--- config.mk ---
export PLATFORM = sky130hd
export DESIGN_NAME = gfx_top
export DESIGN_NICKNAME = d
export VERILOG_FILES = /design/src/rtl/gfx_pkg.sv /design/src/rtl/gfx_cmd_if.sv /design/src/rtl/gfx_top.sv /design/src/rtl/gfx_pixel_fmt.sv /design/src/rtl/gfx_op_ctrl.sv /design/src/rtl/gfx_regfile.sv /design/src/rtl/gfx_cmd_fifo.sv /design/src/rtl/gfx_wbs_port.sv
export SDC_FILE = /design/constraint.sdc
export NUM_CORES = 1
export LEC_CHECK = 0
export ABC_CLOCK_PERIOD_IN_PS = 10800
export BUFFER_PORTS_ARGS = -buffer_cell sky130_fd_sc_hd__buf_2
export CORE_UTILIZATION = 52
export DETAILED_ROUTE_END_ITERATION = 10
export PLACE_DENSITY = 0.8
export SYNTH_ARGS = -nofsm -noshare
export SYNTH_HDL_FRONTEND = slang
export SYNTH_SLANG_ARGS = --single-unit
--- constraint.sdc ---
create_clock -name wbs_clk_i -period 10.8 [get_ports wbs_clk_i]
set_input_delay 2.16 -clock wbs_clk_i [delete_from_list [all_inputs] [get_ports wbs_clk_i]]
set_output_delay 2.16 -clock wbs_clk_i [all_outputs]
set_load 0.01 [all_outputs]
--- src/rtl/gfx_pkg.sv ---
// Register map and shared types of the graphics front end
// Offsets are byte addresses, bits 1:0 always zero
// Queue count must fit the 16-bit status field
`default_nettype none

package gfx_pkg;

  // Bus data and register word
  typedef logic [31:0] word_t;
  // Byte address inside the register block
  typedef logic [7:0] reg_adr_t;
  // Pixel coordinate or size
  typedef logic [15:0] coord_t;
  // Bits per pixel
  typedef logic [5:0] bpp_t;
  // One color component width
  typedef logic [3:0] comp_t;

  // Sequencer states
  typedef enum logic {
    wait_state = 1'b0,
    busy_state = 1'b1
  } op_state_e;

  // Register offsets
  localparam reg_adr_t gfx_control       = 8'h00;
  localparam reg_adr_t gfx_status        = 8'h04;
  localparam reg_adr_t gfx_target_base   = 8'h08;
  localparam reg_adr_t gfx_target_size_x = 8'h0C;
  localparam reg_adr_t gfx_target_size_y = 8'h10;
  localparam reg_adr_t gfx_clip0_x       = 8'h14;
  localparam reg_adr_t gfx_clip0_y       = 8'h18;
  localparam reg_adr_t gfx_clip1_x       = 8'h1C;
  localparam reg_adr_t gfx_clip1_y       = 8'h20;
  localparam reg_adr_t gfx_color0        = 8'h24;
  localparam reg_adr_t gfx_color_comp    = 8'h28;

  // Control bits, clipping resets to one
  localparam int ctrl_clipping = 0;
  // Operation bits, never stored
  localparam int ctrl_rect  = 8;
  localparam int ctrl_line  = 9;
  localparam int ctrl_point = 10;

  // Status layout
  localparam int stat_busy      = 0;
  localparam int stat_count_lsb = 16;

  // Pad 1, red/green/blue 5 bits each
  localparam logic [15:0] color_comp_reset = 16'h1555;

endpackage

`default_nettype wire
--- src/rtl/gfx_cmd_if.sv ---
// Command queue connection, push side from the bus, pop side to the registers
// pop_valid follows pop by one cycle with the entry on pop_adr/pop_dat
`timescale 1ns/1ps
`default_nettype none

interface gfx_cmd_if import gfx_pkg::*; #(
  parameter int fifo_adr_w = 4
) ();

  // Push side
  logic     push;
  reg_adr_t push_adr;
  word_t    push_dat;
  logic     full;

  // Pop side
  logic                pop;
  logic                pop_valid;
  reg_adr_t            pop_adr;
  word_t               pop_dat;
  logic                empty;
  // Fill level, 0 up to 2**fifo_adr_w
  logic [fifo_adr_w:0] count;

  modport writer (output push, push_adr, push_dat, input full);
  modport queue (input push, push_adr, push_dat, pop,
                 output full, pop_valid, pop_adr, pop_dat, empty, count);
  modport reader (input pop_valid, pop_adr, pop_dat, empty, count);

endinterface

`default_nettype wire

--- src/rtl/gfx_top.sv ---
// Register front end of the graphics accelerator, single clock wbs_clk_i
// Writes are queued and applied while the pipeline is idle
// fifo_adr_w up to 15 so the count fits the status word
`timescale 1ns/1ps
`default_nettype none

module gfx_top import gfx_pkg::*; #(
  parameter int gr_width   = 800,
  parameter int gr_height  = 600,
  parameter int fifo_adr_w = 4
) (
  input  logic       wbs_clk_i,
  input  logic       rst_i,
  input  logic       cs_i,
  input  logic       cyc_i,
  input  logic       stb_i,
  input  logic       we_i,
  input  logic [3:0] sel_i,
  input  reg_adr_t   adr_i,
  input  word_t      dat_i,
  input  logic       pipeline_ack_i,
  output word_t      dat_o,
  output logic       ack_o,
  output logic       err_o,
  output logic       rect_write_o,
  output logic       line_write_o,
  output logic       point_write_o,
  output logic       clipping_enable_o,
  output word_t      target_base_o,
  output coord_t     target_size_x_o,
  output coord_t     target_size_y_o,
  output coord_t     clip0_x_o,
  output coord_t     clip0_y_o,
  output coord_t     clip1_x_o,
  output coord_t     clip1_y_o,
  output word_t      color0_o,
  output bpp_t       bpp_o,
  output bpp_t       cbpp_o,
  output logic       rmw_o
);

  reg_adr_t    rd_adr;
  word_t       rd_dat;
  logic        op_start;
  logic        busy;
  logic [15:0] color_comp;

  gfx_cmd_if #(.fifo_adr_w(fifo_adr_w)) cmd ();

  gfx_wbs_port u_wbs (
    .wbs_clk_i, .rst_i, .cs_i, .cyc_i, .stb_i, .we_i, .sel_i, .adr_i, .dat_i,
    .rd_dat_i(rd_dat), .rd_adr_o(rd_adr), .dat_o, .ack_o, .err_o, .cmd(cmd.writer)
  );

  gfx_cmd_fifo #(.fifo_adr_w(fifo_adr_w)) u_fifo (
    .wbs_clk_i, .rst_i, .cmd(cmd.queue)
  );

  gfx_regfile #(.gr_width(gr_width), .gr_height(gr_height)) u_regs (
    .wbs_clk_i, .rst_i, .rd_adr_i(rd_adr), .busy_i(busy), .cmd(cmd.reader),
    .rd_dat_o(rd_dat), .op_start_o(op_start), .rect_write_o, .line_write_o,
    .point_write_o, .clipping_enable_o, .target_base_o, .target_size_x_o,
    .target_size_y_o, .clip0_x_o, .clip0_y_o, .clip1_x_o, .clip1_y_o, .color0_o,
    .color_comp_o(color_comp)
  );

  // Pop goes straight onto the queue side
  gfx_op_ctrl u_ctrl (
    .wbs_clk_i, .rst_i, .op_start_i(op_start), .pipeline_ack_i,
    .empty_i(cmd.empty), .pop_o(cmd.pop), .busy_o(busy)
  );

  gfx_pixel_fmt u_fmt (
    .wbs_clk_i, .color_comp_i(color_comp), .bpp_o, .cbpp_o, .rmw_o
  );

endmodule

`default_nettype wire

--- src/rtl/gfx_pixel_fmt.sv ---
// Pixel format from the color-component register
// Outputs lag a register change by two cycles
`timescale 1ns/1ps
`default_nettype none

module gfx_pixel_fmt import gfx_pkg::*; (
  input  logic        wbs_clk_i,
  input  logic [15:0] color_comp_i,
  output bpp_t        bpp_o,
  output bpp_t        cbpp_o,
  output logic        rmw_o
);

  comp_t pad_q;
  comp_t red_q;
  comp_t green_q;
  comp_t blue_q;
  bpp_t  sum_w;

  // First stage, split fields
  always_ff @(posedge wbs_clk_i) begin
    pad_q   <= color_comp_i[15:12];
    red_q   <= color_comp_i[11:8];
    green_q <= color_comp_i[7:4];
    blue_q  <= color_comp_i[3:0];
  end

  assign sum_w = bpp_t'(pad_q) + bpp_t'(red_q) + bpp_t'(green_q) + bpp_t'(blue_q);

  // Second stage, sums
  always_ff @(posedge wbs_clk_i) begin
    bpp_o  <= sum_w;
    cbpp_o <= bpp_t'(red_q) + bpp_t'(green_q) + bpp_t'(blue_q);
    // Pixel not byte aligned
    rmw_o  <= |sum_w[2:0];
  end

endmodule

`default_nettype wire

--- src/rtl/gfx_op_ctrl.sv ---
// Wait/busy sequencer gating queue pops
// At most one pop every two cycles, none while an operation runs
`timescale 1ns/1ps
`default_nettype none

module gfx_op_ctrl import gfx_pkg::*; (
  input  logic wbs_clk_i,
  input  logic rst_i,
  input  logic op_start_i,
  input  logic pipeline_ack_i,
  input  logic empty_i,
  output logic pop_o,
  output logic busy_o
);

  op_state_e state;
  // Entry popped last cycle, not yet applied
  logic      pop_q;

  // Hold off until a popped control write could show its strobe
  assign pop_o  = (state == wait_state) & ~op_start_i & ~empty_i & ~pop_q;
  assign busy_o = (state == busy_state);

  always_ff @(posedge wbs_clk_i) begin
    if (rst_i) begin
      state <= wait_state;
      pop_q <= 1'b0;
    end else begin
      pop_q <= pop_o;
      case (state)
        wait_state: begin
          if (op_start_i) begin
            state <= busy_state;
          end
        end
        // Pipeline done
        busy_state: begin
          if (pipeline_ack_i) begin
            state <= wait_state;
          end
        end
        default: state <= wait_state;
      endcase
    end
  end

endmodule

`default_nettype wire

--- src/rtl/gfx_regfile.sv ---
// Applied register set, written only from popped queue entries
// Operation bits become one-cycle strobes and read back as zero
// Full 32-bit words are kept, coordinate outputs use the low 16 bits
`timescale 1ns/1ps
`default_nettype none

module gfx_regfile import gfx_pkg::*; #(
  parameter int gr_width  = 800,
  parameter int gr_height = 600
) (
  input  logic        wbs_clk_i,
  input  logic        rst_i,
  input  reg_adr_t    rd_adr_i,
  input  logic        busy_i,
  gfx_cmd_if.reader   cmd,
  output word_t       rd_dat_o,
  output logic        op_start_o,
  output logic        rect_write_o,
  output logic        line_write_o,
  output logic        point_write_o,
  output logic        clipping_enable_o,
  output word_t       target_base_o,
  output coord_t      target_size_x_o,
  output coord_t      target_size_y_o,
  output coord_t      clip0_x_o,
  output coord_t      clip0_y_o,
  output coord_t      clip1_x_o,
  output coord_t      clip1_y_o,
  output word_t       color0_o,
  output logic [15:0] color_comp_o
);

  // Operation bits are masked off before storing
  localparam word_t op_mask = (word_t'(1) << ctrl_rect) | (word_t'(1) << ctrl_line) |
                              (word_t'(1) << ctrl_point);

  word_t control_q;
  word_t target_base_q;
  word_t size_x_q;
  word_t size_y_q;
  word_t clip0_x_q;
  word_t clip0_y_q;
  word_t clip1_x_q;
  word_t clip1_y_q;
  word_t color0_q;
  word_t color_comp_q;
  word_t status_w;
  logic  wr_ctrl;

  assign wr_ctrl = cmd.pop_valid && (cmd.pop_adr == gfx_control);

  // Apply entry at the end of its pop_valid cycle
  always_ff @(posedge wbs_clk_i) begin
    if (rst_i) begin
      control_q     <= word_t'(1) << ctrl_clipping;
      target_base_q <= '0;
      size_x_q      <= word_t'(gr_width);
      size_y_q      <= word_t'(gr_height);
      clip0_x_q     <= '0;
      clip0_y_q     <= '0;
      clip1_x_q     <= word_t'(gr_width);
      clip1_y_q     <= word_t'(gr_height);
      color0_q      <= '0;
      color_comp_q  <= word_t'(color_comp_reset);
    end else if (cmd.pop_valid) begin
      case (cmd.pop_adr)
        gfx_control:       control_q     <= cmd.pop_dat & ~op_mask;
        gfx_target_base:   target_base_q <= cmd.pop_dat;
        gfx_target_size_x: size_x_q      <= cmd.pop_dat;
        gfx_target_size_y: size_y_q      <= cmd.pop_dat;
        gfx_clip0_x:       clip0_x_q     <= cmd.pop_dat;
        gfx_clip0_y:       clip0_y_q     <= cmd.pop_dat;
        gfx_clip1_x:       clip1_x_q     <= cmd.pop_dat;
        gfx_clip1_y:       clip1_y_q     <= cmd.pop_dat;
        gfx_color0:        color0_q      <= cmd.pop_dat;
        gfx_color_comp:    color_comp_q  <= cmd.pop_dat;
        // Status and unmapped offsets ignored
        default: ;
      endcase
    end
  end

  // Strobes high for the cycle after the control write
  always_ff @(posedge wbs_clk_i) begin
    if (rst_i) begin
      rect_write_o  <= 1'b0;
      line_write_o  <= 1'b0;
      point_write_o <= 1'b0;
    end else begin
      rect_write_o  <= wr_ctrl & cmd.pop_dat[ctrl_rect];
      line_write_o  <= wr_ctrl & cmd.pop_dat[ctrl_line];
      point_write_o <= wr_ctrl & cmd.pop_dat[ctrl_point];
    end
  end

  // Sequencer leaves wait state on this
  assign op_start_o = rect_write_o | line_write_o | point_write_o;

  assign clipping_enable_o = control_q[ctrl_clipping];
  assign target_base_o     = target_base_q;
  assign target_size_x_o   = size_x_q[15:0];
  assign target_size_y_o   = size_y_q[15:0];
  assign clip0_x_o         = clip0_x_q[15:0];
  assign clip0_y_o         = clip0_y_q[15:0];
  assign clip1_x_o         = clip1_x_q[15:0];
  assign clip1_y_o         = clip1_y_q[15:0];
  assign color0_o          = color0_q;
  assign color_comp_o      = color_comp_q[15:0];

  // Busy flag plus queue fill level
  always_comb begin
    status_w            = '0;
    status_w[stat_busy] = busy_i;
    status_w[31:stat_count_lsb] = 16'(cmd.count);
  end

  // Read mux, pending queue entries not seen
  always_comb begin
    case (rd_adr_i)
      gfx_control:       rd_dat_o = control_q;
      gfx_status:        rd_dat_o = status_w;
      gfx_target_base:   rd_dat_o = target_base_q;
      gfx_target_size_x: rd_dat_o = size_x_q;
      gfx_target_size_y: rd_dat_o = size_y_q;
      gfx_clip0_x:       rd_dat_o = clip0_x_q;
      gfx_clip0_y:       rd_dat_o = clip0_y_q;
      gfx_clip1_x:       rd_dat_o = clip1_x_q;
      gfx_clip1_y:       rd_dat_o = clip1_y_q;
      gfx_color0:        rd_dat_o = color0_q;
      gfx_color_comp:    rd_dat_o = color_comp_q;
      default:           rd_dat_o = '0;
    endcase
  end

endmodule

`default_nettype wire

--- src/rtl/gfx_cmd_fifo.sv ---
// Synchronous command queue of address/data pairs, 2**fifo_adr_w entries
// Push when full and pop when empty are dropped
// One cycle read latency, pop_valid marks the output entry
`timescale 1ns/1ps
`default_nettype none

module gfx_cmd_fifo import gfx_pkg::*; #(
  parameter int fifo_adr_w = 4
) (
  input  logic      wbs_clk_i,
  input  logic      rst_i,
  gfx_cmd_if.queue  cmd
);

  reg_adr_t              adr_mem [2**fifo_adr_w];
  word_t                 dat_mem [2**fifo_adr_w];
  logic [fifo_adr_w-1:0] wr_ptr;
  logic [fifo_adr_w-1:0] rd_ptr;
  logic                  do_push;
  logic                  do_pop;

  assign do_push = cmd.push & ~cmd.full;
  assign do_pop  = cmd.pop & ~cmd.empty;

  // Count reaches 2**fifo_adr_w only when full
  assign cmd.full  = cmd.count[fifo_adr_w];
  assign cmd.empty = (cmd.count == '0);

  // Storage and output entry
  always_ff @(posedge wbs_clk_i) begin
    if (do_push) begin
      adr_mem[wr_ptr] <= cmd.push_adr;
      dat_mem[wr_ptr] <= cmd.push_dat;
    end
    if (do_pop) begin
      cmd.pop_adr <= adr_mem[rd_ptr];
      cmd.pop_dat <= dat_mem[rd_ptr];
    end
  end

  // Pointers wrap on their own width
  always_ff @(posedge wbs_clk_i) begin
    if (rst_i) begin
      wr_ptr        <= '0;
      rd_ptr        <= '0;
      cmd.count     <= '0;
      cmd.pop_valid <= 1'b0;
    end else begin
      cmd.pop_valid <= do_pop;
      if (do_push) begin
        wr_ptr <= wr_ptr + 1'b1;
      end
      if (do_pop) begin
        rd_ptr <= rd_ptr + 1'b1;
      end
      case ({do_push, do_pop})
        2'b10:   cmd.count <= cmd.count + 1'b1;
        2'b01:   cmd.count <= cmd.count - 1'b1;
        default: cmd.count <= cmd.count;
      endcase
    end
  end

endmodule

`default_nettype wire

--- src/rtl/gfx_wbs_port.sv ---
// 32-bit Wishbone slave access decode, full-word accesses only
// Reads return applied values, queued writes are not visible
// Master must drop stb_i after ack_o
`timescale 1ns/1ps
`default_nettype none

module gfx_wbs_port import gfx_pkg::*; (
  input  logic       wbs_clk_i,
  input  logic       rst_i,
  input  logic       cs_i,
  input  logic       cyc_i,
  input  logic       stb_i,
  input  logic       we_i,
  input  logic [3:0] sel_i,
  input  reg_adr_t   adr_i,
  input  word_t      dat_i,
  input  word_t      rd_dat_i,
  output reg_adr_t   rd_adr_o,
  output word_t      dat_o,
  output logic       ack_o,
  output logic       err_o,
  gfx_cmd_if.writer  cmd
);

  logic acc;
  logic acc32;
  logic rd_take;
  logic wr_take;

  // Access to this block
  assign acc   = cs_i & cyc_i & stb_i;
  assign acc32 = (sel_i == 4'b1111);

  // Partial select flagged in the same cycle
  assign err_o = acc & ~acc32;

  // Word aligned address for read mux and queue
  assign rd_adr_o = {adr_i[7:2], 2'b00};

  // Ack cycle blocks a second take of the same access
  assign rd_take = acc & acc32 & ~we_i & ~ack_o;
  // Writes stall while the queue is full
  assign wr_take = acc & acc32 & we_i & ~ack_o & ~cmd.full;

  assign cmd.push     = wr_take;
  assign cmd.push_adr = rd_adr_o;
  assign cmd.push_dat = dat_i;

  always_ff @(posedge wbs_clk_i) begin
    if (rst_i) begin
      ack_o <= 1'b0;
    end else begin
      ack_o <= rd_take | wr_take;
    end
  end

  // Read data sampled with the take
  always_ff @(posedge wbs_clk_i) begin
    if (rd_take) begin
      dat_o <= rd_dat_i;
    end
  end

endmodule

`default_nettype wire

Word level (Yosys, flattened, before mapping)

Memories as Yosys holds them, arrays and structs flattened. A register that Yosys moved wholly into a read port is not among the register bits.
Cells that the tools add are included.

Bitwise gates (word level): 28
Reduce and logical (&&, ||, !) cells: 16
Mux-type cells: 7
Eq/ne operators: 22
$add $sub $neg: 9

Operator list:

| operator                                                               | number |
|---|---|
| 32-bit one-hot mux with 11 select lines                                | 1 |
| 8-bit by 5-bit equality test with 1-bit output (second input constant) | 4 |
| 6-bit by 3-bit equality test with 1-bit output (second input constant) | 4 |
| 8-bit by 6-bit equality test with 1-bit output (second input constant) | 3 |
| 2-bit AND reduction                                                    | 10 |
| 6-bit by 4-bit adder with 6-bit output                                 | 3 |
| 6-bit by 4-bit equality test with 1-bit output (second input constant) | 3 |
| 1-bit bitwise AND                                                      | 17 |
| 8-bit by 4-bit equality test with 1-bit output (second input constant) | 2 |
| 8-bit zero test                                                        | 2 |
| 6-bit by 2-bit equality test with 1-bit output (second input constant) | 2 |
| 4-bit by 4-bit adder with 5-bit output                                 | 2 |
| 5-bit one-hot mux with 2 select lines                                  | 1 |
| 4-bit by 1-bit adder with 4-bit output (second input constant)         | 2 |
| 1-bit inverter                                                         | 8 |
| 6-bit by 1-bit equality test with 1-bit output (second input constant) | 1 |
| 5-bit by 1-bit adder with 5-bit output (second input constant)         | 1 |
| 5-bit zero test                                                        | 1 |
| 5-bit by 1-bit subtractor with 5-bit output (second input constant)    | 1 |
| 4-bit equality test (second input constant)                            | 1 |
| 1-bit 2-to-1 mux                                                       | 4 |
| 1-bit OR                                                               | 3 |
| 3-bit OR reduction                                                     | 1 |
| 2-bit by 1-bit equality test with 1-bit output (second input constant) | 1 |
| 4 further kinds                                                        | 4 |

Memories: 2
Logic and storage cells: 113
Register bits: 406
Output and inout port bits: 211
RAM bits: 608

Memories:

| memory         | words | width | read ports | clocked after memory_dff | write ports | RTL line           | text |
|---|---|---|---|---|---|---|---|
| u_fifo.dat_mem | 16    | 32    | 1          | 1                        | 1           | gfx_cmd_fifo.sv:16 | `word_t dat_mem [2**fifo_adr_w];` |
| u_fifo.adr_mem | 16    | 6     | 1          | 1                        | 1           | gfx_cmd_fifo.sv:15 | `reg_adr_t adr_mem [2**fifo_adr_w];` |

Longest topological paths before layout

Word-level depth: 9
Depth in mapped cells: 11

Modules after synthesis

A second synthesis with hierarchy kept.

Cells, all modules: 3,252
Area, all modules: 43,630.6 um2

Modules (own cells, without submodules):

| module        | times used | cells each | area each (um2) |
|---|---|---|---|
| gfx_cmd_fifo  | 1          | 1,130      | 25,961.1 |
| gfx_regfile   | 1          | 1,935      | 15,033.2 |
| gfx_wbs_port  | 1          | 88         | 1,411.4 |
| gfx_pixel_fmt | 1          | 93         | 1,154.9 |
| gfx_op_ctrl   | 1          | 6          | 70.1 |

Worst setup path before layout

No wires, ideal clock.

Path type: input -> register
From: in stb_i
To: mem u_fifo.adr_mem[3][0] (netlist name) (enable)
Data required time: 10,320 ps
Cell stages on the path: 4
Arrival: 5,614 ps
Setup time: 480 ps
Path buffers: 0
Slack: 4,705 ps
Cells stage by stage: nand3_1 nor4_4 nand2_1 nor3_1

Word-level cells in the longest chain between the ends: 8

Ends and longest elaborated chain:

| element                                | RTL line           | text |
|---|---|---|
| from (decl)                            | gfx_top.sv:16      | `input logic stb_i,` |
| 1-bit bitwise AND                      | gfx_wbs_port.sv:31 | `assign acc = cs_i & cyc_i & stb_i;` |
| 1-bit bitwise AND (4 in series)        | gfx_wbs_port.sv:43 | `assign wr_take = acc & acc32 & we_i & ~ack_o & ~cmd.full;` |
| 1-bit bitwise AND                      | gfx_cmd_fifo.sv:22 | `assign do_push = cmd.push & ~cmd.full;` |
| 1-bit 2-to-1 mux                       | gfx_cmd_fifo.sv:31 | `if (do_push) begin` |
| 1-bit 2-to-1 mux (not written as such) | gfx_cmd_fifo.sv:32 | `adr_mem[wr_ptr] <= cmd.push_adr;` |
| to (decl)                              | gfx_cmd_fifo.sv:15 |  |

No other way between the ends.

Worst setup path in the final report

From: in sel_i[2]
To: out err_o

Word-level cells in the longest chain between the ends: 3

Ends and longest elaborated chain:

| element             | RTL line           | text |
|---|---|---|
| from (decl)         | gfx_top.sv:18      | `input logic [3:0] sel_i,` |
| 4-bit equality test | gfx_wbs_port.sv:32 | `assign acc32 = (sel_i == 4'b1111);` |
| 1-bit inverter      | gfx_wbs_port.sv:35 | `assign err_o = acc & ~acc32;` |
| 1-bit bitwise AND   | gfx_wbs_port.sv:35 |  |
| to (decl)           | gfx_top.sv:24      | `output logic err_o,` |

No other way between the ends.

==> impl_metrics.prom <==
# TYPE chip_impl_metric gauge
chip_impl_metric{name="maxCapViolCount",unit=""} 0
chip_impl_metric{name="die_width",unit="um"} 285
chip_impl_info{name="cp-end-kind",value="output port"} 1
chip_impl_metric{name="post_layout_nonfiller_instances",unit=""} 4437
chip_impl_metric{name="drv_slew",unit=""} 0
chip_impl_metric{name="global_route.usage.total",unit="%"} 26.3
chip_impl_metric{name="critPathArrivalTime",unit="ns"} 2.75
chip_impl_metric{name="die_area",unit="um^2"} 81300
chip_impl_metric{name="postSynth.asyncResetShare",unit="%"} 0
chip_impl_metric{name="worst_margin_pin_slew",unit="ns"} 1.20
chip_impl_metric{name="post-route-drc-count",unit=""} 0
chip_impl_metric{name="power.density_cell_area",unit="nW/um^2"} 204
chip_impl_metric{name="share_seq_of_total_power",unit="%"} 50.4
chip_impl_info{name="grt_setup_unrepaired",value="no"} 1
chip_impl_metric{name="setup_viol",unit=""} 0
chip_impl_metric{name="count_of_antenna_violating_nets_left_after_detailed_routing",unit=""} 0
chip_impl_metric{name="final_layout_size_suffix_gt1_share",unit="%"} 19.4
chip_impl_info{name="most_frequent_cell_after_synthesis",value="sky130_fd_sc_hd__nand2_1"} 1
chip_impl_metric{name="start_util",unit="%"} 52.7
chip_impl_metric{name="iteration_0_drc_markers",unit=""} 3495
chip_impl_info{name="critPathLaunchType",value="primary input"} 1
chip_impl_metric{name="area_growth",unit="%"} 11.5
chip_impl_metric{name="ir_drop",unit="mV"} 0.158
chip_impl_metric{name="finalHoldViolations",unit=""} 0
chip_impl_metric{name="share_of_synthesized_cell_area_in_and_or_nand_and_nor_gates",unit="%"} 8.64
chip_impl_metric{name="clock_power_share",unit="%"} 37.5
chip_impl_info{name="worstPathCellList",value="buf_2, nand4_1, nor2b_1, buf_2"} 1
chip_impl_metric{name="cp.required",unit="ns"} 8.64
chip_impl_metric{name="mappedNetlistArea",unit="um^2"} 41700
chip_impl_info{name="class_of_the_worst_hold_path",value="reg2reg"} 1
chip_impl_metric{name="final.period_utilization",unit="%"} 45.5
chip_impl_metric{name="grt_max_degree",unit=""} 169
chip_impl_metric{name="critPathMaxStageDelay",unit="ns"} 0.19
chip_impl_metric{name="cts_max_path_buffers",unit=""} 3
chip_impl_info{name="clock-root-buffer",value="sky130_fd_sc_hd__clkbuf_16"} 1
chip_impl_metric{name="maxSlewHeadroom",unit="%"} 19.8
chip_impl_metric{name="postCtsSetupRepairBufs",unit=""} 0
chip_impl_metric{name="cts_sinks",unit=""} 1044
chip_impl_metric{name="detail_route.vias_per_cell",unit=""} 6.16
chip_impl_info{name="ys_top_cells_by_area",value="sky130_fd_sc_hd__edfxtp_1, sky130_fd_sc_hd__dfxtp_1, sky130_fd_sc_hd__nand2_1"} 1
chip_impl_metric{name="routed_wirelength",unit="mm"} 109
chip_impl_metric{name="place.detailed.instances",unit=""} 4246
chip_impl_metric{name="holdBufCountCts",unit=""} 0
chip_impl_metric{name="min_path_cells",unit=""} 0
chip_impl_metric{name="ys_seq_area_share",unit="%"} 66.4
chip_impl_metric{name="chipHeight",unit="um"} 285
chip_impl_info{name="registers.top_by_ff_count",value="u_fifo.dat_mem"} 1
chip_impl_metric{name="yosys_warnings",unit=""} 0
chip_impl_metric{name="clk_latency",unit="ns"} 0.66
chip_impl_metric{name="p_sw",unit="uW"} 2450
chip_impl_metric{name="avgSynthCellArea",unit="um^2"} 12.9
chip_impl_metric{name="synth_edf_count",unit=""} 678
chip_impl_metric{name="vias_in_the_first_global_route",unit=""} 26732
chip_impl_metric{name="cts_made_buffers",unit=""} 102
chip_impl_metric{name="number_of_antenna_violations_at_the_first_check_in_global_routing",unit=""} 10
chip_impl_metric{name="netlist-cell-type-count",unit=""} 57
chip_impl_metric{name="cellLeakagePower",unit="uW"} 0.0158
chip_impl_metric{name="synth_largest_type_area_fraction",unit="%"} 48.9
chip_impl_info{name="path_common_cell",value="sky130_fd_sc_hd__buf_2"} 1
chip_impl_metric{name="ys_ff_latch",unit=""} 1044
chip_impl_metric{name="power_report.internal_total",unit="uW"} 7010
chip_impl_metric{name="switching_share",unit="%"} 25.9
chip_impl_metric{name="placement.setup.worst_slack",unit="ns"} 5.79
chip_impl_info{name="worst_min_path_start",value="u_regs.color_comp_q[7]$_SDFFE_PP0P_"} 1
chip_impl_metric{name="final_critical_path_setup_slack",unit="ns"} 5.89
chip_impl_metric{name="net_count_after_synthesis",unit=""} 3306
chip_impl_metric{name="multiplexer_fraction_of_the_synthesized_cell_area",unit="%"} 10.3
chip_impl_metric{name="post_synthesis_share_of_cell_area_spent_on_full_adders_half_adders_and_majority_gates",unit="%"} 1.18
chip_impl_metric{name="dp_hpwl",unit="mm"} 61.7
chip_impl_metric{name="fin_worst_hold_slack",unit="ns"} 0.372
chip_impl_metric{name="fin_nets",unit=""} 3385
chip_impl_info{name="critical_path_class",value="in2out"} 1
chip_impl_metric{name="boundary_pins",unit=""} 262
chip_impl_metric{name="htree_num_levels",unit=""} 3
chip_impl_info{name="synthTopCellsByCount",value="sky130_fd_sc_hd__nand2_1, sky130_fd_sc_hd__edfxtp_1, sky130_fd_sc_hd__dfxtp_1"} 1
chip_impl_metric{name="max_freq",unit="MHz"} 204
chip_impl_metric{name="skew",unit="ns"} 0.0234
chip_impl_metric{name="share_of_the_synthesized_netlist_area_taken_by_xor_and_xnor_gates",unit="%"} 0.357
chip_impl_metric{name="min_clock_period_post_route",unit="ns"} 4.91
chip_impl_metric{name="worst_setup_hold_path_clk_slew",unit="ns"} 0.06
chip_impl_metric{name="largest_register_ffs",unit=""} 512
chip_impl_metric{name="setup_total_negative_slack",unit="ns"} 0
chip_impl_info{name="synth_top_family_by_area",value="multiplexers"} 1
chip_impl_info{name="synthDominantAreaCellType",value="sky130_fd_sc_hd__edfxtp_1"} 1
chip_impl_metric{name="global_route.overflow_total",unit=""} 0
chip_impl_info{name="timing.critical_path.slowest_stage_cell",value="sky130_fd_sc_hd__nor2b_1"} 1
chip_impl_metric{name="detail_route.first_pass.iterations",unit=""} 7
chip_impl_metric{name="final_wtd_congestion",unit=""} 0.901
chip_impl_metric{name="port_buffers",unit=""} 259
chip_impl_metric{name="wire_length_of_the_first_global_routing_pass",unit="mm"} 162
chip_impl_metric{name="syn_inst",unit=""} 3221
chip_impl_metric{name="totalPowerFinal",unit="uW"} 9470
chip_impl_metric{name="power.share.combinational",unit="%"} 12.1
chip_impl_info{name="outcome",value="finished, final reports clean"} 1
chip_impl_metric{name="timing.critical_path.fanout_max",unit=""} 3
chip_impl_metric{name="std_cell_rows",unit=""} 103
chip_impl_info{name="tritoncts",value="built"} 1
chip_impl_metric{name="wl_per_cell",unit="um"} 24.5
chip_impl_metric{name="rrSetupSlack",unit="ns"} 7.24
chip_impl_metric{name="route.vias.total",unit=""} 27324
chip_impl_info{name="whs_endpoint",value="u_fmt.green_q[3]$_DFF_P_"} 1
chip_impl_metric{name="post_cts_sizing",unit=""} 0
chip_impl_metric{name="reg2reg_depth",unit=""} 11
chip_impl_info{name="ys.flop_type",value="sky130_fd_sc_hd__edfxtp_1"} 1
chip_impl_info{name="terminus_of_the_critical_flop_to_flop_path",value="u_fifo.cmd.count[4]$_SDFFE_PP0P_"} 1
chip_impl_info{name="biggestRegsByFlops",value="u_fifo.dat_mem (512), u_fifo.adr_mem (96)"} 1
chip_impl_metric{name="coreArea",unit="um^2"} 79100
chip_impl_metric{name="compound_gate_fraction_of_synth_area",unit="%"} 8.72
chip_impl_info{name="regToRegStartpoint",value="u_regs.line_write_o$_SDFF_PP0_"} 1
cell usage in the layout, fill, tap and decap left out, types with 13 or more instances in the layout:
cell type,n
sky130_fd_sc_hd__clkbuf_1,20
sky130_fd_sc_hd__clkinv_2,21
sky130_fd_sc_hd__clkinv_1,15
sky130_fd_sc_hd__a22oi_1,76
sky130_fd_sc_hd__ha_1,25
sky130_fd_sc_hd__clkbuf_16,109
sky130_fd_sc_hd__dfxtp_1,363
sky130_fd_sc_hd__o21ai_0,96
sky130_fd_sc_hd__nand3_1,14
sky130_fd_sc_hd__nand3b_1,23
sky130_fd_sc_hd__a21oi_1,347
sky130_fd_sc_hd__nor2_1,24
sky130_fd_sc_hd__a222oi_1,27
sky130_fd_sc_hd__a221oi_1,42
sky130_fd_sc_hd__edfxtp_1,678
sky130_fd_sc_hd__nand2_1,733
sky130_fd_sc_hd__inv_1,20
sky130_fd_sc_hd__mux4_2,106
sky130_fd_sc_hd__nor2_4,13
sky130_fd_sc_hd__mux2i_1,139
sky130_fd_sc_hd__buf_4,49
sky130_fd_sc_hd__mux2_2,45
sky130_fd_sc_hd__buf_2,256
per-stage QoR:
stage	cell area [um^2]	utilization (%)
after floorplan	41700	-
after detailed placement	43100	54.5
final	46500	58.7
after global placement	43100	54.5
after global routing	46500	58.7
after CTS	46500	58.7
power groups by stage:
| stage | clock network (uW) | logic [uW] | registers (uW) |
|---|---|---|---|
| 3_5_place_dp | 0 | 1130 | 4840 |
| 3_3_place_gp | 0 | 1110 | 4840 |
| 5_1_grt | 3730 | 1230 | 4780 |
| 6_report | 3550 | 1150 | 4770 |
| 2_1_floorplan | 0 | 1040 | 4550 |
| 4_1_cts | 3570 | 1140 | 4750 |
worst max-delay path by stage:
| stage | slack (ns) | endpoint | start |
|---|---|---|---|
| after floorplan | 4.71 | u_fifo.adr_mem[3][0]$_DFFE_PP_ | stb_i |
| after global placement | 5.84 | u_wbs.dat_o[20]$_DFFE_PP_ | adr_i[2] |
| after detailed placement | 5.79 | u_wbs.dat_o[20]$_DFFE_PP_ | adr_i[2] |
| after CTS | 5.88 | err_o | sel_i[3] |
| after global routing | 5.81 | err_o | sel_i[3] |
| final | 5.89 | err_o | sel_i[2] |
worst max-delay path, delay by kind of cell:
family	cells	cell delay, ns
and+or+nand+nor	2	0.37
buffers and inverters	2	0.21
kinds of logic (layout without fill, tap and decap cells):
family                     after synthesis  in the layout
DFF                                   1044           1044
buffers and inverters                  352            515
other                                    0              3
muxes                                  290            290
and+or+nand+nor                        873            873
AOI/OAI and AO/OA                      611            611
adders and majority gates               34             34
xor gates and xnor gates                17             17
layout make-up:
cell class | count | area, um^2
Antenna cell | 3 | 7.51
Clock buffer | 142 | 2970
Clock inverter | 46 | 412
Fill cell | 5901 | 32700
Inverter | 20 | 75.1
Multi-Input combinational cell | 1825 | 12300
Sequential cell | 1044 | 27700
Tap cell | 1050 | 1310
Timing Repair Buffer | 307 | 1680
per-layer routing:
metal	wire length, um	part of all wire [%]	track usage, %	up-vias
met2	51400	47	42.3	1754
met4	4830	4.4	12.1	12
li1	-	-	-	11801
met3	11800	11	5.25	335
met5	72	0.066	0	-
met1	40800	37	34.5	13422
(Power assumes the default switching activity.)
